## src/hdl/fm_ram.sv

```systemverilog
`timescale 1ns/10ps

// row memory, one write port and one registered read port
module fm_ram #(
    parameter int  DEPTH = 8,
    parameter type ROW_T = logic
) (
    input  logic                     clk,
    input  logic                     wr_en,
    input  logic [$clog2(DEPTH)-1:0] wr_idx,
    input  ROW_T                     wr_row,
    input  logic [$clog2(DEPTH)-1:0] rd_idx,
    output ROW_T                     rd_row
);

    ROW_T mem [DEPTH];

    always_ff @(posedge clk)
    begin
        if (wr_en)
            mem[wr_idx] <= wr_row;
    end

    always_ff @(posedge clk)
    begin
        rd_row <= mem[rd_idx];  // data one cycle after index
    end

endmodule

```

## config.mk

```make
export PLATFORM = sky130hd
export DESIGN_NAME = fm_ram
export DESIGN_NICKNAME = d
export VERILOG_FILES = /design/src/hdl/fm_ram.sv
export SDC_FILE = /design/constraint.sdc
export NUM_CORES = 1
export LEC_CHECK = 0
export BUFFER_PORTS_ARGS = -buffer_cell sky130_fd_sc_hd__clkbuf_2
export CAP_MARGIN = 10
export CORE_AREA = 2 2 39 41
export DETAILED_ROUTE_END_ITERATION = 16
export DIE_AREA = 0 0 41 43
export HOLD_SLACK_MARGIN = 0.15
export SKIP_CTS_REPAIR_TIMING = 1
export SLEW_MARGIN = 5
export SYNTH_ARGS = -nofsm -noshare
export SYNTH_HDL_FRONTEND = slang
export SYNTH_SLANG_ARGS = --single-unit
```

## constraint.sdc

```tcl
create_clock -name clk -period 1.2 [get_ports clk]
set_clock_uncertainty 0.05 [all_clocks]
set_input_delay 0.06 -clock clk [delete_from_list [all_inputs] [get_ports clk]]
set_output_delay 0.06 -clock clk [all_outputs]
set_load 0.005 [all_outputs]
```

==> results.toml <==
[outcome]
status = "complete, but fails checks"
failed_checks = "negative hold slack, negative setup slack"

[detailed_routing]
drt-total-wl_um = 601
drtPass1Iterations = 4
antenna_left = 0
drcViolationCount = 0
drt_iter0_markers = 3
drt-wirelength-per-cell_um = 10.5
num_vias = 253
vias_per_cell = 4.44

[global_routing]
grt_first_pass_wirelength_um = 876
antenna_found_initial = 0
grt_pass1_vias = 207
grt_max_degree = 9
gr-total-overflow = 0
grt_usage_pct = 8.88

[final_layout]
drive_gt1_share_pct = 39.0
diodes = 0
fin_nets = 51
areaGrowthSynthToFinish_pct = 30.1
multi_input_area_um2 = 115
fin_cells = 57
seqCellArea_um2 = 260
nFillCells = 139

[clock_tree]
numCtsBuffers = 3
clock_latency_ns = 0.26
cts_buffer_depth = 2
cts_tree = "done"
cts_htree_levels = 1
clkTransAtPathRegs_ns = 0.07
cts_sinks = 9
root_buffer = "clkbuf_4"

[placement]
place_hpwl_um = 446
gp_congestion = 0.664
dp_slack_ns = -0.0537
port_buffers = 9
dp.cells = 50

[sta]
fin_tns_setup_ns = -0.0602
tightest_slew_ns = 0.185
max_clock_freq_mhz = 794
min_period_ns = 1.26
drv_slew = 0
holdWs_ns = -0.00542
rsz0062_at_grt = "yes"
worst_slack_ns = -0.0602
max_slew_margin_pct = 87.6
finalHoldViolations = 1
period_share_pct = 105
setup_viol = 1

[pwr]
p_leak_uw = 0.000187
p_comb_share_pct = 9.2
irDropWorstVdd_mv = 0.467
power_uw = 650
power-per-cell-area_mw_per_mm2 = 1310
swShare_pct = 21.4
p_seq_share_pct = 54.8
power.internal_uw = 511
p_sw_uw = 139
clockPowerShare_pct = 36.0

[worst_setup_path]
path_max_fanout = 1
start_kind = "flop"
endpoint_kind = "flop"
arrival_ns = 1.36
path_class = "flop to flop"
required_ns = 1.30

[synth]
netlist_area_um2 = 383
ys_warn_count = 0
synth_seq_area_share_pct = 68.0
synth_cell_type_count = 8
syn_inst = 25
syn_nets = 34
syn_avg_cell_area_um2 = 15.3
ys_ff_latch = 9

[floorplanning]
die_area_mm2 = 0.00176
die_w_um = 41
io_pins = 10
initial_core_util_pct = 27.7
coreArea_mm2 = 0.00138
rows = 14
fp.dieH_um = 43

[run]
drv_cap = 0

[min_path]
hold_path.class = "primary input to flop"
synth_stat cells:
| cell | instances | share of area, % |
|---|---|---|
| edfxtp_1 | 8 | 63 |
| dfxtp_1 | 1 | 5.2 |
| nor2_1 | 6 | 5.9 |
| mux4_1 | 2 | 14 |
| mux2_2 | 1 | 2.9 |
| nand2_1 | 2 | 2.0 |
| nand2b_1 | 3 | 4.9 |
| nor3_1 | 2 | 2.6 |
sequential cells by signal, summed over array words and instances (netlist names):
register,count
mem,8
rd_row,1
critical path, cell delays in order (launching register included):
cell      delay, ns
edfxtp_1       0.37
mux4_2         0.46
mux2_2         0.27
metrics by stage:
stage / cell area (um2) / utilization (%)
after floorplan: 375 / -
after global placement: 440 / 31.8
after detailed placement: 440 / 31.8
after CTS: 468 / 33.8
after global routing: 498 / 36.0
final: 498 / 36.0
cells in the final DEF, fill, tap and decap left out, drive strengths merged:
cell type    count
clkbuf          12
clkinv           1
dfxtp            1
dlygate4sd3      3
edfxtp           8
mux2             1
mux4             2
nand2            2
nand2b           3
nor2             6
nor3             2
cells by family (layout without fill, tap and decap cells):
family | count (synthesis) | after routing | share of synthesized area (%)
AND/OR/NAND/NOR | 13 | 13 | 15.4
flip-flops | 9 | 9 | 68.0
multiplexers | 3 | 3 | 16.7
buffers and inverters | 0 | 16 | 0
final cells by class:
class	count	share of cell area [%]
clock buffers	3	4.52
repair buffers	12	15.1
flip-flops and latches	9	52.3
well taps	16	4.02
multi-input cells	16	23.1
clock inverters	1	1.01
worst paths after layout:
path / start / end / slack, ns / cells past startpoint
worst max-delay path: mem[6]$_DFFE_PP_ / rd_row$_DFF_P_ / -0.06 / 2
worst min-delay path: rd_idx[1] / rd_row$_DFF_P_ / -0.005 / 2
worst max register to register: mem[6]$_DFFE_PP_ / rd_row$_DFF_P_ / -0.06 / 2
worst min register to register: mem[2]$_DFFE_PP_ / rd_row$_DFF_P_ / 0.65 / 2
power groups by stage:
| stage | Combinational (uW) | Sequential, uW | Clock, uW |
|---|---|---|---|
| floorplan | 24.7 | 363 | 0 |
| global placement | 52.4 | 363 | 0 |
| detailed placement | 53.2 | 364 | 0 |
| CTS | 53.3 | 357 | 250 |
| global route | 65.9 | 358 | 267 |
| finish | 59.8 | 356 | 234 |
metal layers:
metal / vias up / global-route usage [%] / wire length [um]
met5: - / 0 / 0
met4: 0 / 8.00 / 14
met3: 2 / 7.85 / 59
met2: 11 / 10.9 / 282
met1: 116 / 8.47 / 244
li1: 124 / - / -
No activity file was read; power rests on OpenSTA's default activity.
