--- src/hdl/lenet_pkg.sv ---
package lenet_pkg;

    ////////////////////
    // map geometry
    ////////////////////
    localparam int IMG_DIM  = 8;
    localparam int KER_DIM  = 3;
    localparam int CONV_DIM = IMG_DIM - KER_DIM + 1;
    localparam int POOL_DIM = CONV_DIM / 2;
    localparam int TAP_NUM  = KER_DIM * KER_DIM;  // tap index TAP_NUM selects the bias

    // row index widths
    localparam int IMG_AW  = $clog2(IMG_DIM);
    localparam int CONV_AW = $clog2(CONV_DIM);
    localparam int POOL_AW = $clog2(POOL_DIM);

    ////////////////////
    // number format
    ////////////////////
    localparam int PIX_W     = 16;
    localparam int FRAC_BITS = 8;   // Q8.8
    localparam int ACC_W     = 36;  // nine products plus bias, with headroom

    typedef logic signed [PIX_W-1:0] pixel_t;

    // pix[0] is the leftmost column
    typedef struct packed {
        pixel_t [IMG_DIM-1:0] pix;
    } img_row_t;

    typedef struct packed {
        pixel_t [CONV_DIM-1:0] pix;
    } conv_row_t;

    typedef struct packed {
        pixel_t [POOL_DIM-1:0] pix;
    } pool_row_t;

    typedef struct packed {
        logic [$clog2(TAP_NUM+1)-1:0] tap;
        pixel_t                       value;
    } ker_wr_t;

    typedef enum logic [1:0] {S_IDLE, S_CONV, S_POOL, S_DONE} layer_state_t;

endpackage

--- src/hdl/pool_engine.sv ---
`timescale 1ns/10ps

module pool_engine
    import lenet_pkg::*;
(
    input  logic               clk,
    input  logic               rst,
    input  logic               pool_en,
    output logic [CONV_AW-1:0] conv_rd_idx,
    input  conv_row_t          conv_rd_row,
    output logic               pool_wr_en,
    output logic [POOL_AW-1:0] pool_wr_idx,
    output pool_row_t          pool_wr_row,
    output logic               pool_finish
);

    typedef enum logic [1:0] {P_IDLE, P_READ, P_WRITE, P_HOLD} pool_state_t;

    pool_state_t        state;
    logic [1:0]         cnt;
    logic [POOL_AW-1:0] row_cnt;
    conv_row_t          top_row;
    conv_row_t          bot_row;

    function automatic pixel_t max2(input pixel_t a, input pixel_t b);
        return (a > b) ? a : b;  // signed compare
    endfunction

    always_ff @(posedge clk)
    begin
        if (rst)
        begin
            state   <= P_IDLE;
            cnt     <= '0;
            row_cnt <= '0;
        end
        else
        begin
            case (state)
                P_IDLE:
                begin
                    cnt     <= '0;
                    row_cnt <= '0;
                    if (pool_en)
                        state <= P_READ;
                end
                P_READ:
                begin
                    if (cnt == 2'd2)
                    begin
                        cnt   <= '0;
                        state <= P_WRITE;
                    end
                    else
                        cnt <= cnt + 1'b1;
                end
                P_WRITE:
                begin
                    if (row_cnt == POOL_AW'(POOL_DIM - 1))
                        state <= P_HOLD;
                    else
                    begin
                        row_cnt <= row_cnt + 1'b1;
                        state   <= P_READ;
                    end
                end
                P_HOLD: if (!pool_en) state <= P_IDLE;
                default: state <= P_IDLE;
            endcase
        end
    end

    // row pair lands one cycle after each index
    always_ff @(posedge clk)
    begin
        if (state == P_READ && cnt == 2'd1)
            top_row <= conv_rd_row;
        if (state == P_READ && cnt == 2'd2)
            bot_row <= conv_rd_row;
    end

    assign conv_rd_idx = CONV_AW'(2 * row_cnt + cnt);
    assign pool_wr_en  = (state == P_WRITE);
    assign pool_wr_idx = row_cnt;
    assign pool_finish = pool_wr_en && (row_cnt == POOL_AW'(POOL_DIM - 1));

    for (genvar c = 0; c < POOL_DIM; c++)
    begin : g_max
        assign pool_wr_row.pix[c] = max2(max2(top_row.pix[2*c], top_row.pix[2*c+1]),
                                         max2(bot_row.pix[2*c], bot_row.pix[2*c+1]));
    end

endmodule

--- config.mk ---
export PLATFORM = sky130hd
export DESIGN_NAME = pool_engine
export DESIGN_NICKNAME = d
export VERILOG_FILES = /design/src/hdl/lenet_pkg.sv /design/src/hdl/pool_engine.sv
export SDC_FILE = /design/constraint.sdc
export NUM_CORES = 1
export LEC_CHECK = 0
export ABC_AREA = 1
export BUFFER_PORTS_ARGS = -buffer_cell sky130_fd_sc_hd__buf_2
export CORE_UTILIZATION = 54
export DETAILED_ROUTE_END_ITERATION = 10
export PLACE_DENSITY = 0.78
export SYNTH_ARGS = -nofsm -noshare
export SYNTH_HDL_FRONTEND = slang
export SYNTH_SLANG_ARGS = --single-unit
export TNS_END_PERCENT = 1
--- constraint.sdc ---
create_clock -name clk -period 7.4 [get_ports clk]
set_input_delay 1.11 -clock clk [delete_from_list [all_inputs] [get_ports clk]]
set_output_delay 1.11 -clock clk [all_outputs]
set_load 0.01 [all_outputs]
==> results.ini, run 1 <==
[power]
leakage_uw = 0.00733
peakVddDrop_mv = 0.133
powerDensity_nw_per_um2 = 182

[yosys]
synth_edf_count = 192
syn-num-nets = 1676
synth_cell_type_count = 35
syn_avg_cell_area_um2 = 9.08
yosys-top-cells-count = nand2_1, inv_1, edfxtp_1
ys_seq_elements = 198
ys_seq_area_share_pct = 45.3
synthCells = 1431
syn_area_um2 = 13000
yosysTopAreaCellShare_pct = 44.4
synthArstFlopShare_pct = 0
synth_flop_cell = edfxtp_1
yosysTopAreaCell = edfxtp_1
synth_area_leaders = edfxtp_1, ha_1, nand2_1
synth_most_common_cell = nand2_1
yosysWarnings = 0

[placement]
dp_hpwl_mm = 22.1
portBuffers = 153
place_congestion = 0.941
dp.cells = 1880
pre_cts_slack_ps = 1630

[sta]
rsz0062_at_grt = no
slew_violations = 0
hold_violations = 0
worst_pin_slew_ps = 1050
post-route-period-util_pct = 86.4
fin_crit_ps = 6390
relSlewSlack_pct = 29.7
setup-tns-final_ps = 0
maxClockFrequency_mhz = 156
finalSetupViolations = 0
fin_skew_ps = 7.32
fin_ws_ps = 1010

[drt]
postRouteAntennaNets = 0
drtPass1Iterations = 6
viasPerCell = 5.45
drc = 0
drt_wl_total_mm = 31.0
wl_per_cell_um = 16.2
drtIter0Drc = 760
via_count = 10400

[grt]
track_usage_pct = 25.8
grt_antenna_before_repair = 4
grt.overflow.total = 0
grt_max_degree = 71
grt_pass1_vias = 10300
grt_first_pass_wirelength_mm = 49.0

[final_layout]
multi_input_area_um2 = 5900
final_cells = 1913
fillCellCount = 1991
regArea_um2 = 5890
layout.nets = 1825
syn_to_final_growth_pct = 12.2
layout-drive-gt1-share_pct = 17.1

[critical_path]
r2r_cells = 6
worstPathCellList = ha_1 > nand2_1 > nor2_2 > nand2_2 > nor2_4 > nand4_2 > nand2_4 > nand2_1 > and2_1 > ha_1 > nand2_1 > inv_1 > nand3_1 > nor2_1 > nand2_1 > nand3_1 > nand3_1 > nand3_1 > nand2_1 > buf_2
slowest_stage = nand3_1
worstPathMaxFanout = 17
cpLargestDelayFamily = simple AND/OR/NAND/NOR gates
r2r_start = state[0]$_SDFFE_PP0P_
r2r_slack_ps = 4920
cp_num_buf_inv = 2
reg2reg_to = bot_row[38]$_DFFE_PP_
critPathMaxStageDelay_ps = 630
crit_top_cell = nand2_1
cp.required_ps = 6290
arrival_ps = 5280
crit_path_start_kind = flop
end_kind = output port
critical_path_class = reg -> out

[floorplanning]
floorplan.initialDensity_pct = 55.2
fp.dieArea_um2 = 24700
rows = 56
core_um2 = 23500
die_h_um = 157
die_w_um = 157
pin_count = 154

[status]
status = complete, no violations

[worst_hold_path]
whs_path_depth = 1
min-delay-start = pool_wr_idx[0]$_SDFFE_PP0P_
hp-class = reg -> reg
whs_endpoint = pool_wr_idx[0]$_SDFFE_PP0P_

[clock_tree]
cts_buffers = 17
cts_resized = 0
post_cts_buffers = 0
clk_pin_slew_ps = 70
cts_tree = yes
hold_buffers = 0
cts_root_buffer = clkbuf_16
clk_latency_ps = 440
htree_levels = 4
cts.sinks = 198
cts_buffer_depth = 2

[job]
max_cap_viol_count = 0

[worst max-delay path by stage]
| stage | endpoint | cells after the start | startpoint |
|---|---|---|---|
| detailed placement | pool_wr_row[45] | 20 | top_row[79]$_DFFE_PP_ |
| finish | pool_wr_row[39] | 20 | top_row[79]$_DFFE_PP_ |
| global route | pool_wr_row[45] | 20 | top_row[79]$_DFFE_PP_ |
| CTS | pool_wr_row[39] | 20 | top_row[79]$_DFFE_PP_ |
| global placement | pool_wr_row[45] | 20 | top_row[79]$_DFFE_PP_ |
| floorplan | top_row[0]$_DFFE_PP_ | 4 | state[0]$_SDFFE_PP0P_ |
[sequential cells by signal (all words and copies together), names as in the netlist]
name	count
state	2
pool_wr_idx	2
top_row	96
cnt	2
bot_row	96
[routing by layer]
layer	global-route usage (%)	part of all wire [%]
met1	31.5	42
met2	45.1	49
met3	5.70	7.5
met4	8.74	2.1
met5	0	0.13
[where the power goes]
| part | total (uW) | internal, uW | leakage [uW] | switching [uW] |
|---|---|---|---|---|
| clock | 939 | 481 | 0.000284 | 458 |
| combinational | 450 | 164 | 0.00526 | 286 |
| sequential | 1270 | 1260 | 0.00178 | 12.3 |
| total | 2660 | 1900 | 0.00733 | 756 |
[cells in the final DEF (no fill, tap or decap), types with 4 or more instances in the layout]
| cell type | netlist | layout |
|---|---|---|
| nand2_2 | 21 | 21 |
| nand3_2 | 29 | 29 |
| inv_1 | 269 | 269 |
| inv_8 | 0 | 5 |
| nor2_2 | 4 | 4 |
| o21ai_0 | 11 | 11 |
| o21bai_1 | 9 | 9 |
| buf_4 | 7 | 5 |
| nand2_4 | 14 | 14 |
| buf_2 | 9 | 153 |
| ha_1 | 146 | 146 |
| and2_1 | 48 | 48 |
| a21oi_1 | 50 | 50 |
| nand3_1 | 145 | 145 |
| dfxtp_1 | 6 | 6 |
| edfxtp_1 | 192 | 192 |
| a21o_1 | 4 | 4 |
| nand2_1 | 321 | 321 |
| nand4_1 | 61 | 61 |
| nor2_1 | 44 | 43 |
| clkbuf_16 | 0 | 17 |
| nor2_4 | 5 | 6 |
[cell type report]
class                           instances  area share (%)
Multi-Input combinational cell        936            40.4
Timing Repair Buffer                  158            5.51
Tap cell                              319            2.74
Clock buffer                           17            2.92
Sequential cell                       198            40.4
Clock inverter                         15            1.11
Inverter                              269            6.92
Antenna cell                            1          0.0172
[through the flow]
| step | power (uW) | area [um2] | hold WS [ps] | utilization [%] |
|---|---|---|---|---|
| 6_report | 2660 | 14600 | 506 | 61.9 |
| 2_1_floorplan | 1590 | 13000 | 485 | - |
| 3_5_place_dp | 1740 | 14000 | 499 | 59.4 |
| 5_1_grt | 2760 | 14600 | 548 | 61.9 |
| 3_3_place_gp | 1720 | 14000 | 480 | 59.4 |
| 4_1_cts | 2670 | 14600 | 509 | 61.9 |
[logic make-up after synthesis]
| kind of cell | Yosys count | synth area share [%] |
|---|---|---|
| AND/OR/NAND/NOR | 702 | 27.3 |
| adder cells (fa/ha/maj) | 146 | 14.1 |
| flip-flops | 198 | 45.3 |
| XOR/XNOR | 1 | 0.0674 |
| AO/OA/AOI/OAI | 87 | 3.82 |
| buffers and inverters | 297 | 9.47 |
(Power assumes the default switching activity.)
==> inputs of run 2 (changes only) <==
--- a/config.mk
+++ b/config.mk
@@ -5,11 +5,10 @@
 export SDC_FILE = /design/constraint.sdc
 export NUM_CORES = 1
 export LEC_CHECK = 0
-export ABC_AREA = 1
 export BUFFER_PORTS_ARGS = -buffer_cell sky130_fd_sc_hd__buf_2
-export CORE_UTILIZATION = 54
+export CORE_UTILIZATION = 58
 export DETAILED_ROUTE_END_ITERATION = 10
-export PLACE_DENSITY = 0.78
+export PLACE_DENSITY = 0.8
 export SYNTH_ARGS = -nofsm -noshare
 export SYNTH_HDL_FRONTEND = slang
 export SYNTH_SLANG_ARGS = --single-unit
==> constraint.sdc (replaced) <==
create_clock -name clk -period 7 [get_ports clk]
set_input_delay 1.05 -clock clk [delete_from_list [all_inputs] [get_ports clk]]
set_output_delay 1.05 -clock clk [all_outputs]
set_load 0.01 [all_outputs]
==> run 2 against run 1 <==
Net effect: worst hold slack improved by 88 ps; sequential cell count did not move; global-route usage down 2.0 points; highest routed layer is now met4; core utilization increased by 6.1 points; synthesized cell count is 37% lower; clock power is 11% higher; non-clock buffer count grew 13; design area is 9.2% lower; clock-buffer cell count grew 3; wire length is 23% lower; largest power group unchanged; area after synthesis shrank 12%; worst setup slack got worse by 300 ps.
==> results.ini, run 2 <==
[critical_path]
startpoint = bot_row[77]$_DFFE_PP_
cp.required_ps = 5950
crit_path_start_kind = flop
arrival_ps = 5240
cpLargestDelayFamily = compound AO/OA/AOI/OAI gates
end_kind = output port
critPathMaxStageDelay_ps = 550
worstPathMaxFanout = 10
cp_num_buf_inv = 2
critical_path_class = reg -> out
slowest_stage = a221o_1
worstPathCellList = ha_1 > a21o_1 > a2111o_1 > nor4_1 > a221o_1 > mux2i_1 > ha_1 > and3_1 > a221o_1 > a31oi_1 > o21ai_1 > o21ai_2 > buf_4 > mux2i_1 > buf_2
r2r_start = state[1]$_SDFFE_PP0P_

[grt]
grt_max_degree = 65
track_usage_pct = 23.9
grt_first_pass_wirelength_mm = 36.5
grt_pass1_vias = 7495
grt.overflow.total = 0
grt_antenna_before_repair = 2

[yosys]
syn_avg_cell_area_um2 = 12.7
synthArstFlopShare_pct = 0
synth_top_family_by_area = adder cells
synth_xor_area_share_pct = 0.0763
synth_edf_count = 192
yosysWarnings = 0
synth_compound_area_share_pct = 7.53
yosys-top-cells-count = edfxtp_1, inv_1, ha_1
ys_seq_area_share_pct = 51.3
synthAdderAreaFrac_pct = 15.9
synth_cell_type_count = 63
synth_most_common_cell = edfxtp_1
syn_area_um2 = 11500
yosysTopAreaCell = edfxtp_1
synth_simple_gate_area_share_pct = 6.04
synth_mux_area_share_pct = 13.1
yosysTopAreaCellShare_pct = 50.2
synthCells = 905
ys_seq_elements = 198
synth_area_leaders = edfxtp_1, ha_1, mux2i_1
syn-num-nets = 1150
synth_flop_cell = edfxtp_1

[floorplanning]
rows = 51
floorplan.initialDensity_pct = 59.0
die_w_um = 143
pin_count = 154
fp.dieArea_um2 = 20400
core_um2 = 19500
die_h_um = 143

[placement]
place_area_um2 = 12600
portBuffers = 153
dp_hpwl_mm = 17.6
place_congestion = 0.845

[drt]
drc = 0
drt_wl_total_mm = 23.7
via_count = 7512
viasPerCell = 5.52
drtIter0Drc = 386
wl_per_cell_um = 17.4
drtPass1Iterations = 5
postRouteAntennaNets = 0

[job]
max_cap_viol_count = 0

[clock_tree]
clk_latency_ps = 440
cts_tree = yes
clk_pin_slew_ps = 70
cts_resized = 0
cts_buffer_depth = 2
cts_root_buffer = clkbuf_16
cts_buffers = 17
htree_levels = 4
hold_buffers = 0
cts.sinks = 198

[final_layout]
fillCellCount = 1408
top_regs = bot_row (96), top_row (96)
finalInstanceArea_um2 = 13200
most-common-layout-cells = edfxtp_1, inv_1, buf_2, ha_1, mux2i_1
utilization_pct = 68.1
layout-drive-gt1-share_pct = 20.4
layout.nets = 1327
multi_input_area_um2 = 4910
regArea_um2 = 5890
syn_to_final_growth_pct = 15.4
final_common_cell = edfxtp_1

[sta]
relSlewSlack_pct = 40.1
maxClockFrequency_mhz = 159
setup-tns-final_ps = 0
fin_skew_ps = 13.7
slew_violations = 0
finalSetupViolations = 0
holdWs_ps = 594
worst_pin_slew_ps = 899
post-route-period-util_pct = 89.8
hold_violations = 0
fin_crit_ps = 6290
rsz0062_at_grt = no

[power]
powerDensity_nw_per_um2 = 193
peakVddDrop_mv = 0.163
leakage_uw = 0.00615
p_total_uw = 2560

[worst_hold_path]
hp-class = reg -> reg
min-delay-start = pool_wr_idx[1]$_SDFFE_PP0P_

[status]
status = complete, no violations

## run 2: stage by stage
stage	std cells	setup WS (ps)
final	1361	711
after global routing	1359	394
after CTS	1352	262
after detailed placement	1322	754
after global placement	1322	864
after floorplan	905	-1300
## run 2: what timing repair did
action,4_1_cts,5_1_grt
hold endpoints to repair,0,0
setup endpoints to repair,0,8
buffers inserted,0,6
## run 2: routing by layer
metal,part of all wire (%),track usage (%)
met1,44,30.4
met2,49,41.2
met3,5.1,3.99
met4,1.9,8.43
met5,0,0
## run 2: area by class of cell
type,count,share of cell area [%]
antenna,3,0.0567
clock inverter,10,1.36
clock buffer,20,3.30
tap,265,2.50
inverter,155,4.39
multi-input combinational,539,37.1
timing repair buffer,171,6.89
sequential,198,44.4
## run 2: worst min-delay path, delay by kind of cell, from the launching register on
kind	cells	cell delay, ps
AO/OA/AOI/OAI	1	100
flip-flops	1	380
AND/OR/NAND/NOR	1	80
## run 2: path summary, 6_finish.rpt
path / cells past startpoint / slack (ps) / endpoint
max: 15 / 710 / pool_wr_row[47]
min: 2 / 590 / pool_wr_idx[1]$_SDFFE_PP0P_
max reg2reg: 3 / 4920 / bot_row[93]$_DFFE_PP_
min reg2reg: 2 / 590 / pool_wr_idx[1]$_SDFFE_PP0P_
## run 2: power breakdown
part	leakage (uW)	switching (uW)	internal [uW]	total [uW]
clock network	0.000297	415	628	1040
logic	0.00407	108	86.4	194
registers	0.00178	7.95	1320	1320
total	0.00615	531	2030	2560
## run 2: logic make-up (layout without fill, tap and decap cells)
kind of cell,Yosys count,count (layout)
flip-flops,198,198
buffers and inverters,168,356
adder cells (fa/ha/maj),146,146
multiplexers,146,146
AO/OA/AOI/OAI,125,125
AND/OR/NAND/NOR,121,121
XOR/XNOR,1,1
other,0,3
