<file path="config.mk">
export PLATFORM = sky130hd
export DESIGN_NAME = layer_sequencer
export DESIGN_NICKNAME = d
export VERILOG_FILES = /design/src/hdl/lenet_pkg.sv /design/src/hdl/layer_sequencer.sv
export SDC_FILE = /design/constraint.sdc
export NUM_CORES = 1
export LEC_CHECK = 0
export BUFFER_PORTS_ARGS = -buffer_cell sky130_fd_sc_hd__buf_2
export CAP_MARGIN = 5
export CORE_AREA = 2 2 39 41
export CTS_CLUSTER_SIZE = 14
export DETAILED_ROUTE_END_ITERATION = 8
export DIE_AREA = 0 0 41 43
export PLACE_DENSITY = 0.3
export SLEW_MARGIN = 30
export SYNTH_ARGS = -nofsm -noshare
export SYNTH_HDL_FRONTEND = slang
export SYNTH_SLANG_ARGS = --single-unit
</file>
<file path="constraint.sdc">
create_clock -name clk -period 2.4 [get_ports clk]
set_input_delay 0.36 -clock clk [delete_from_list [all_inputs] [get_ports clk]]
set_output_delay 0.36 -clock clk [all_outputs]
set_load 0.01 [all_outputs]
</file>
<file path="src/hdl/lenet_pkg.sv">
package lenet_pkg;

    ////////////////////
    // map geometry
    ////////////////////
    localparam int IMG_DIM  = 8;
    localparam int KER_DIM  = 3;
    localparam int CONV_DIM = IMG_DIM - KER_DIM + 1;
    localparam int POOL_DIM = CONV_DIM / 2;
    localparam int TAP_NUM  = KER_DIM * KER_DIM;  // tap index TAP_NUM selects the bias

    // row index widths
    localparam int IMG_AW  = $clog2(IMG_DIM);
    localparam int CONV_AW = $clog2(CONV_DIM);
    localparam int POOL_AW = $clog2(POOL_DIM);

    ////////////////////
    // number format
    ////////////////////
    localparam int PIX_W     = 16;
    localparam int FRAC_BITS = 8;   // Q8.8
    localparam int ACC_W     = 36;  // nine products plus bias, with headroom

    typedef logic signed [PIX_W-1:0] pixel_t;

    // pix[0] is the leftmost column
    typedef struct packed {
        pixel_t [IMG_DIM-1:0] pix;
    } img_row_t;

    typedef struct packed {
        pixel_t [CONV_DIM-1:0] pix;
    } conv_row_t;

    typedef struct packed {
        pixel_t [POOL_DIM-1:0] pix;
    } pool_row_t;

    typedef struct packed {
        logic [$clog2(TAP_NUM+1)-1:0] tap;
        pixel_t                       value;
    } ker_wr_t;

    typedef enum logic [1:0] {S_IDLE, S_CONV, S_POOL, S_DONE} layer_state_t;

endpackage

</file>
<file path="src/hdl/layer_sequencer.sv">
`timescale 1ns/10ps

module layer_sequencer
    import lenet_pkg::*;
(
    input  logic clk,
    input  logic rst,
    input  logic start,
    input  logic conv_finish,
    input  logic pool_finish,
    output logic conv_en,
    output logic pool_en,
    output logic busy,
    output logic done
);

    layer_state_t state;
    layer_state_t state_nxt;

    always_comb
    begin
        state_nxt = state;
        case (state)
            S_IDLE: if (start) state_nxt = S_CONV;  // start only seen while idle
            S_CONV: if (conv_finish) state_nxt = S_POOL;
            S_POOL: if (pool_finish) state_nxt = S_DONE;
            S_DONE: state_nxt = S_IDLE;
            default: state_nxt = S_IDLE;
        endcase
    end

    always_ff @(posedge clk)
    begin
        if (rst)
            state <= S_IDLE;
        else
            state <= state_nxt;
    end

    // layer enables held as levels
    assign conv_en = (state == S_CONV);
    assign pool_en = (state == S_POOL);

    // done and busy drop together when S_DONE leaves
    assign done = (state == S_DONE);
    assign busy = (state != S_IDLE);

endmodule

</file>
==> results of run 1 <==
## critical path: cells and delay by family (launching register included)
kind                     cells  cell delay (ns)
buffers and inverters        1             0.09
adder cells (fa/ha/maj)      1             0.21
AND/OR/NAND/NOR              2             0.62
AO/OA/AOI/OAI                1             0.14
flip-flops                   1             0.37
## area by class of cell
type / count / area, um^2
Fill cell: 159 / 1120
Inverter: 4 / 15.0
Clock buffer: 3 / 22.5
Multi-Input combinational cell: 14 / 123
Tap cell: 16 / 20.0
Timing Repair Buffer: 8 / 40.0
Sequential cell: 2 / 40.0
## worst paths after layout
path                            startpoint        to  slack (ns)  cells past startpoint
worst max register to register    state[0]  state[0]        0.86                      5
worst min register to register    state[1]  state[1]        0.50                      2
worst max-delay path              state[0]  state[0]        0.86                      5
worst min-delay path                   rst  state[0]        0.41                      3
## cells in the final DEF (no fill, tap or decap), drive strengths merged
| cell | synthesis | layout |
|---|---|---|
| nor2b | 2 | 2 |
| ha | 5 | 5 |
| or4 | 1 | 1 |
| o211a | 1 | 1 |
| inv | 4 | 4 |
| and2b | 1 | 1 |
| mux2i | 1 | 1 |
| nand2 | 2 | 2 |
| clkbuf | 0 | 3 |
| nor3 | 1 | 1 |
| dfxtp | 2 | 2 |
| buf | 0 | 8 |
## layer usage
| layer | GRT usage | wire, um | vias to the layer above |
|---|---|---|---|
| met4 | 0.100 | 14 | 0 |
| met5 | 0 | 0 | - |
| met1 | 0.0639 | 168 | 52 |
| met2 | 0.0469 | 118 | 11 |
| met3 | 0.0209 | 59 | 2 |
| li1 | - | - | 85 |
## per-stage QoR
step                       util  cell area (um^2)  hold WS, ns  total power [mW]
final                     0.188               260        0.413             0.305
after CTS                 0.188               260        0.407             0.315
after detailed placement  0.172               238        0.499             0.233
after global placement    0.172               238        0.501             0.237
after floorplan               -               178        0.468             0.184
after global routing      0.188               260        0.436             0.344
## power breakdown
group / total [mW] / switching, mW / internal, mW
Clock: 0.0758 / 0.0205 / 0.0553
Combinational: 0.162 / 0.0848 / 0.0776
Sequential: 0.0669 / 0.0166 / 0.0502
## cell families after synthesis
logic type	synth area share
buffers and inverters	0.0845
multiplexers	0.0563
adder cells (fa/ha/maj)	0.352
AO/OA/AOI/OAI	0.0563
AND/OR/NAND/NOR	0.225
flip-flops	0.225
==> flow_summary.json, run 1 <==
{
  "gp_congestion": 0.560,
  "drtAntennaViolNets": 0,
  "antenna_cells": 0,
  "finalMaxSlewViolations": 0,
  "largest_reg_flops": 2,
  "hold_class": "in2reg",
  "ys_top_cells_by_area": "ha_1, dfxtp_1, inv_1",
  "synth_cell_type_count": 10,
  "cts_made_buffers": 3,
  "die-width_um": 41,
  "cts_setup_buffers": 0,
  "cts_resized": 0,
  "grt_max_degree": 5,
  "crit_path_top_delay_cell": "or4_1",
  "layout_setup_ws_ns": 0.861,
  "stdcell_count": 47,
  "synth_most_common_cell": "ha_1",
  "skew_ns": 0.00137,
  "leakagePower_nw": 0.153,
  "synth_area_leader_cell": "ha_1",
  "rsz0062_at_grt": "no",
  "endpoint_kind": "flop",
  "setup_viol": 0,
  "routed-via-count": 150,
  "power.density_nw_per_um2": 1170,
  "synthTopCellsByCount": "ha_1, inv_1, dfxtp_1, nand2_1, nor2b_1",
  "slowest_delay_ns": 0.48,
  "grt_use_total": 0.0541,
  "rows": 14,
  "io_pins": 9,
  "ys.flop_type": "dfxtp_1",
  "grt_pass1_vias": 155,
  "insertion_delay_ns": 0.23,
  "io_buffers": 8,
  "antenna_found_initial": 0,
  "tns_ns": 0,
  "drive_above_1_share": 0.355,
  "reg.largest.list": "state (2)",
  "path_clk_slew_ns": 0.03,
  "clock_sinks": 2,
  "crit_required_ns": 2.51,
  "min_period_ns": 1.54,
  "grt_pass1_wl_um": 545,
  "synth_edf_count": 0,
  "areaGrowthSynthToFinish_pct": 46.5,
  "max_freq_mhz": 650,
  "seq_area_frac_synth": 0.225,
  "critPathArrivalTime_ns": 1.65,
  "maxCapViolations": 0,
  "cts.htree.levels": 1,
  "die_area_um2": 1760,
  "syn_nets": 30,
  "slew_headroom": 0.782,
  "viasPerCell": 3.19,
  "cts_tree": "yes",
  "start_util": 0.128,
  "cts_hold_buffers": 0,
  "pre_cts_ws_ns": 0.865,
  "critPathKind": "reg2reg",
  "status": "completed",
  "syn-cell-area_um2": 178,
  "firstDrtPassIters": 2,
  "ys_seq_elements": 2,
  "cp_max_fo": 4,
  "start_kind": "flop",
  "syn_inst": 20,
  "hold_viol": 0,
  "drc": 0,
  "clockBufferDepth": 2,
  "dp_cells": 44,
  "syn-mean-instance-area_um2": 8.88,
  "fp.dieH_um": 43,
  "synth_async_sr_flop_share": 0,
  "wl_per_cell_um": 7.68,
  "crit_chain": "inv_1, ha_1, nor2b_1, or4_1, o211a_1",
  "worst_slew_pin_slew_ns": 0.324,
  "peakVddDrop_uv": 344,
  "synth_top_cell_area_share": 0.352,
  "top_register": "state",
  "cts_root_buf": "clkbuf_4",
  "period_share": 0.641,
  "drtIter0Drc": 1,
  "yosys_warnings": 0,
  "nets": 43,
  "core_um2": 1380,
  "wirelength_um": 361,
  "overflow": 0
}
(Power assumes the default switching activity.)
==> run 2, diff against run 1 <==
Clock period 2.4 ns to 1.3 ns, I/O delays scaled along.
==> run 2 against run 1 <==
Compared with the run above: the flow now finishes with violations (setup timing); first-iteration DRC count fell by 100%; design area grew 53%; critical path depth stayed put; core utilization increased by 10 points; combinational power rose to 4.2 times the previous value; largest cell class unchanged; largest power group unchanged; highest routed layer is now met3.
==> flow_summary.json, run 2 (same netlist as run 1, synthesis figures left out) <==
{
  "grt_max_degree": 4,
  "largest_reg_flops": 2,
  "cp_max_fo": 3,
  "skew_ns": 0.00145,
  "multi_input_area_um2": 184,
  "maxCapViolations": 0,
  "totalPowerFinal_mw": 0.942,
  "wl_per_cell_um": 9.17,
  "firstDrtPassIters": 1,
  "min_period_ns": 1.42,
  "critPathArrivalTime_ns": 1.52,
  "grt_use_total": 0.0670,
  "endpoint_kind": "flop",
  "top_register": "state",
  "slew_headroom": 0.878,
  "wirelength_um": 495,
  "path_clk_slew_ns": 0.03,
  "grt_pass1_wl_um": 738,
  "leakagePower_nw": 0.202,
  "overflow": 0,
  "io_buffers": 8,
  "viasPerCell": 3.50,
  "hold_class": "in2reg",
  "drive_above_1_share": 0.737,
  "reg.largest.list": "state (2)",
  "clockBufferDepth": 2,
  "peakVddDrop_uv": 687,
  "rsz0062_at_grt": "yes",
  "die-width_um": 41,
  "hpwl_um": 335,
  "final_common_cell": "buf_2",
  "areaGrowthSynthToFinish_pct": 125,
  "cts_made_buffers": 3,
  "routed-via-count": 189,
  "max_freq_mhz": 706,
  "core_um2": 1380,
  "clock_sinks": 2,
  "io_pins": 9,
  "status": "complete, but fails checks",
  "start_util": 0.128,
  "register_area_um2": 42.5,
  "insertion_delay_ns": 0.22,
  "drc": 0,
  "critPathKind": "reg2reg",
  "setup_viol": 2,
  "worst_slew_pin_slew_ns": 0.181,
  "cts_hold_buffers": 0,
  "die_area_um2": 1760,
  "pre_cts_ws_ns": -0.133,
  "period_share": 1.09,
  "finalMaxSlewViolations": 0,
  "crit_required_ns": 1.40,
  "final_cell_mix": "buf_2, ha_4, buf_6, buf_4, clkbuf_4",
  "antenna_found_initial": 0,
  "fp.dieH_um": 43,
  "power.density_nw_per_um2": 2360,
  "layout_setup_ws_ns": -0.116,
  "drtAntennaViolNets": 0,
  "cts_tree": "yes",
  "grt_pass1_vias": 201,
  "hold_viol": 0,
  "violations": "setup timing",
  "start_kind": "flop",
  "antenna_cells": 0,
  "rows": 14,
  "n_fill_cell": 158,
  "nets": 50,
  "cts.htree.levels": 1,
  "gp_congestion": 0.629,
  "drtIter0Drc": 0,
  "cts_root_buf": "clkbuf_4"
}
run 2: changes by cell type in the layout (fill, tap and decap cells not counted), sizes merged:
cell	previous run	this run
buf	8	15
run 2: final timing paths:
kind            start        to  cells after the start  slack (ns)
max reg2reg  state[0]  state[0]                      5       -0.12
min reg2reg  state[1]  state[1]                      4        0.71
min               rst  state[1]                      4        0.26
max          state[0]  state[0]                      5       -0.12
run 2: cell type report:
class	instances	area share
clock buffer	3	0.0564
inverter	4	0.0502
multi-input combinational	14	0.461
sequential	2	0.107
tap	16	0.0502
timing repair buffer	15	0.276
run 2: per-layer routing:
metal,wire (um),up-vias,global-route usage
met1,181,84,0.0667
li1,-,99,-
met4,0,0,0.100
met5,0,-,0
met2,278,6,0.0875
met3,34,0,0.0157
run 2: what timing repair did:
action	in CTS	in global routing
buffers inserted	4	0
pin swaps	2	1
gates resized for setup	5	10
endpoints found under the setup margin	2	3
run 2: critical path, stage by stage (launching register included):
cell     delay, ns
dfxtp_2       0.35
inv_4         0.05
buf_6         0.11
ha_4          0.14
or4_4         0.52
o211a_1       0.12
run 2: power by group:
part           switching [mW]  leakage, nW  internal (mW)  total (mW)
Combinational           0.288        0.171          0.389       0.677
Sequential             0.0318       0.0172         0.0997       0.132
Clock                  0.0318       0.0138          0.102       0.133
run 2: stage by stage:
stage               utilization  setup TNS (ns)  hold slack [ns]  cell area (um^2)  cells
CTS                       0.253          -0.203            0.256               350     54
global placement          0.193          -0.113            0.489               268     47
finish                    0.288          -0.147            0.261               399     54
global route              0.288          -0.298            0.274               399     54
floorplan                     -         -0.0556            0.380               185     20
detailed placement        0.193          -0.138            0.495               268     47
==> run 3, diff against run 2 <==
Settings changed: SLEW_MARGIN 30 to 40.
Clock period 1.3 ns to 1.45 ns, I/O delays scaled along.
==> run 3 against run 2 <==
Compared with the run above: the run now ends clean; register-to-register slack improved by 0.12 ns; via count down 13%; global-route usage shrank 1.3 points; clock power fell by 9.8%; routed wire length shrank 26%; critical path depth did not move; first-iteration DRC count up 1; count of clock-buffer cells in the layout stayed put; sequential power decreased by 20%; design area shrank 23%; sequential share of layout area increased by 2.7 points; critical endpoint unchanged; highest routed layer unchanged.
==> flow_summary.json, run 3 (same netlist as run 1, synthesis figures left out) <==
{
  "status": "completed",
  "reg.largest.list": "state (2)",
  "drc": 0,
  "cts_tree": "yes",
  "leakagePower_nw": 0.177,
  "wirelength_um": 364,
  "setup_viol": 0,
  "n_fill_cell": 150,
  "antenna_found_initial": 0,
  "critPathLaunch": "state[1]",
  "skew_ns": 0.00122,
  "min_period_ns": 1.45,
  "overflow": 0,
  "register_area_um2": 41.3,
  "fp.dieH_um": 43,
  "hold_viol": 0,
  "antenna_cells": 0,
  "hold_class": "in2reg",
  "slew_headroom": 0.855,
  "worst_slew_pin_slew_ns": 0.217,
  "io_buffers": 8,
  "multi_input_area_um2": 148,
  "start_kind": "flop",
  "power.density_nw_per_um2": 2050,
  "wl_per_cell_um": 7.28,
  "grt_use_total": 0.0540,
  "period_share": 0.997,
  "final_cell_mix": "buf_2, ha_1, clkbuf_4, buf_4",
  "peakVddDrop_uv": 396,
  "clock_sinks": 2,
  "finalMaxSlewViolations": 0,
  "top_register": "state",
  "endpoint_kind": "flop",
  "io_pins": 9,
  "die_area_um2": 1760,
  "rows": 14,
  "drive_above_1_share": 0.588,
  "core_um2": 1380,
  "maxCapViolations": 0,
  "gp_congestion": 0.581,
  "cts.htree.levels": 1,
  "layout_setup_ws_ns": 0.00395,
  "drtAntennaViolNets": 0,
  "routed-via-count": 164,
  "path_clk_slew_ns": 0.03,
  "largest_reg_flops": 2,
  "insertion_delay_ns": 0.22,
  "p_sw_mw": 0.235,
  "final_common_cell": "buf_2",
  "rr_startpoint": "state[1]",
  "p_int_mw": 0.399,
  "drtIter0Drc": 1,
  "p_clk_frac": 0.190,
  "critPathKind": "reg2reg",
  "grt_pass1_vias": 166,
  "viasPerCell": 3.28,
  "nets": 46,
  "cts_root_buf": "clkbuf_4",
  "min_from": "rst",
  "grt_pass1_wl_um": 565,
  "clockBufferDepth": 2,
  "areaGrowthSynthToFinish_pct": 73.9,
  "die-width_um": 41,
  "critPathArrivalTime_ns": 1.55,
  "grt_max_degree": 4,
  "sw_frac_of_total": 0.371,
  "cts_made_buffers": 3,
  "totalPowerFinal_mw": 0.634,
  "rsz0062_at_grt": "yes",
  "crit_required_ns": 1.56,
  "cp_max_fo": 3,
  "max_freq_mhz": 692,
  "seqPwrFrac": 0.166,
  "pre_cts_ws_ns": -0.0402,
  "firstDrtPassIters": 2,
  "pwr-share-comb": 0.644,
  "hpwl_um": 283,
  "start_util": 0.128
}
## run 3: changes by cell type in the layout (fill, tap and decap cells not counted), moves of 2 or more
cell,previous run,this run
inv_2,0,2
ha_4,4,1
inv_4,2,0
buf_6,4,0
ha_1,1,4
## run 3: final timing paths
path / endpoint / cells past startpoint / slack (ns)
setup / recovery: state[0] / 5 / 0.004
hold / removal: state[0] / 3 / 0.27
setup reg to reg: state[0] / 5 / 0.004
hold reg to reg: state[1] / 3 / 0.60
## run 3: repair_timing
| item | 4_1_cts | 5_1_grt |
|---|---|---|
| setup buffers | 0 | 1 |
| endpoints found under the setup margin | 1 | 2 |
| pin swaps | 0 | 2 |
| hold buffers | 0 | 0 |
| resized for setup | 2 | 6 |
## run 3: worst max-delay path, stage by stage, from the launching register on
cell	delay, ns
dfxtp_1	0.33
inv_2	0.07
ha_4	0.16
nor2b_4	0.12
or4_1	0.52
o211a_1	0.14
## run 3: through the flow
| step | cells | area [um^2] | utilization | hold WS, ns | TNS (ns) |
|---|---|---|---|---|---|
| 4_1_cts | 49 | 279 | 0.202 | 0.262 | 0 |
| 3_5_place_dp | 46 | 253 | 0.183 | 0.511 | -0.0402 |
| 5_1_grt | 50 | 309 | 0.223 | 0.290 | -0.0356 |
| 3_3_place_gp | 46 | 253 | 0.183 | 0.502 | -0.0465 |
| 2_1_floorplan | 20 | 178 | - | 0.398 | 0 |
| 6_report | 50 | 309 | 0.223 | 0.268 | 0 |
## run 3: cell type report
type | count | area share
clock buffers | 3 | 0.0729
inverters | 4 | 0.0486
multi-input cells | 14 | 0.478
flip-flops and latches | 2 | 0.134
well taps | 16 | 0.0648
repair buffers | 11 | 0.202
## run 3: layer usage
metal | up-vias | routed length (um) | global-route usage
met5 | - | 0 | 0
li1 | 92 | - | -
met3 | 0 | 45 | 0.0314
met2 | 9 | 136 | 0.0563
met1 | 63 | 183 | 0.0571
met4 | 0 | 0 | 0.0800
## run 3: power by group through the flow
| stage | combinational (mW) | clock [mW] | sequential, mW |
|---|---|---|---|
| after detailed placement | 0.326 | 0 | 0.0989 |
| after global routing | 0.478 | 0.134 | 0.108 |
| after CTS | 0.333 | 0.131 | 0.101 |
| final | 0.409 | 0.120 | 0.105 |
| after floorplan | 0.199 | 0 | 0.105 |
| after global placement | 0.336 | 0 | 0.0985 |
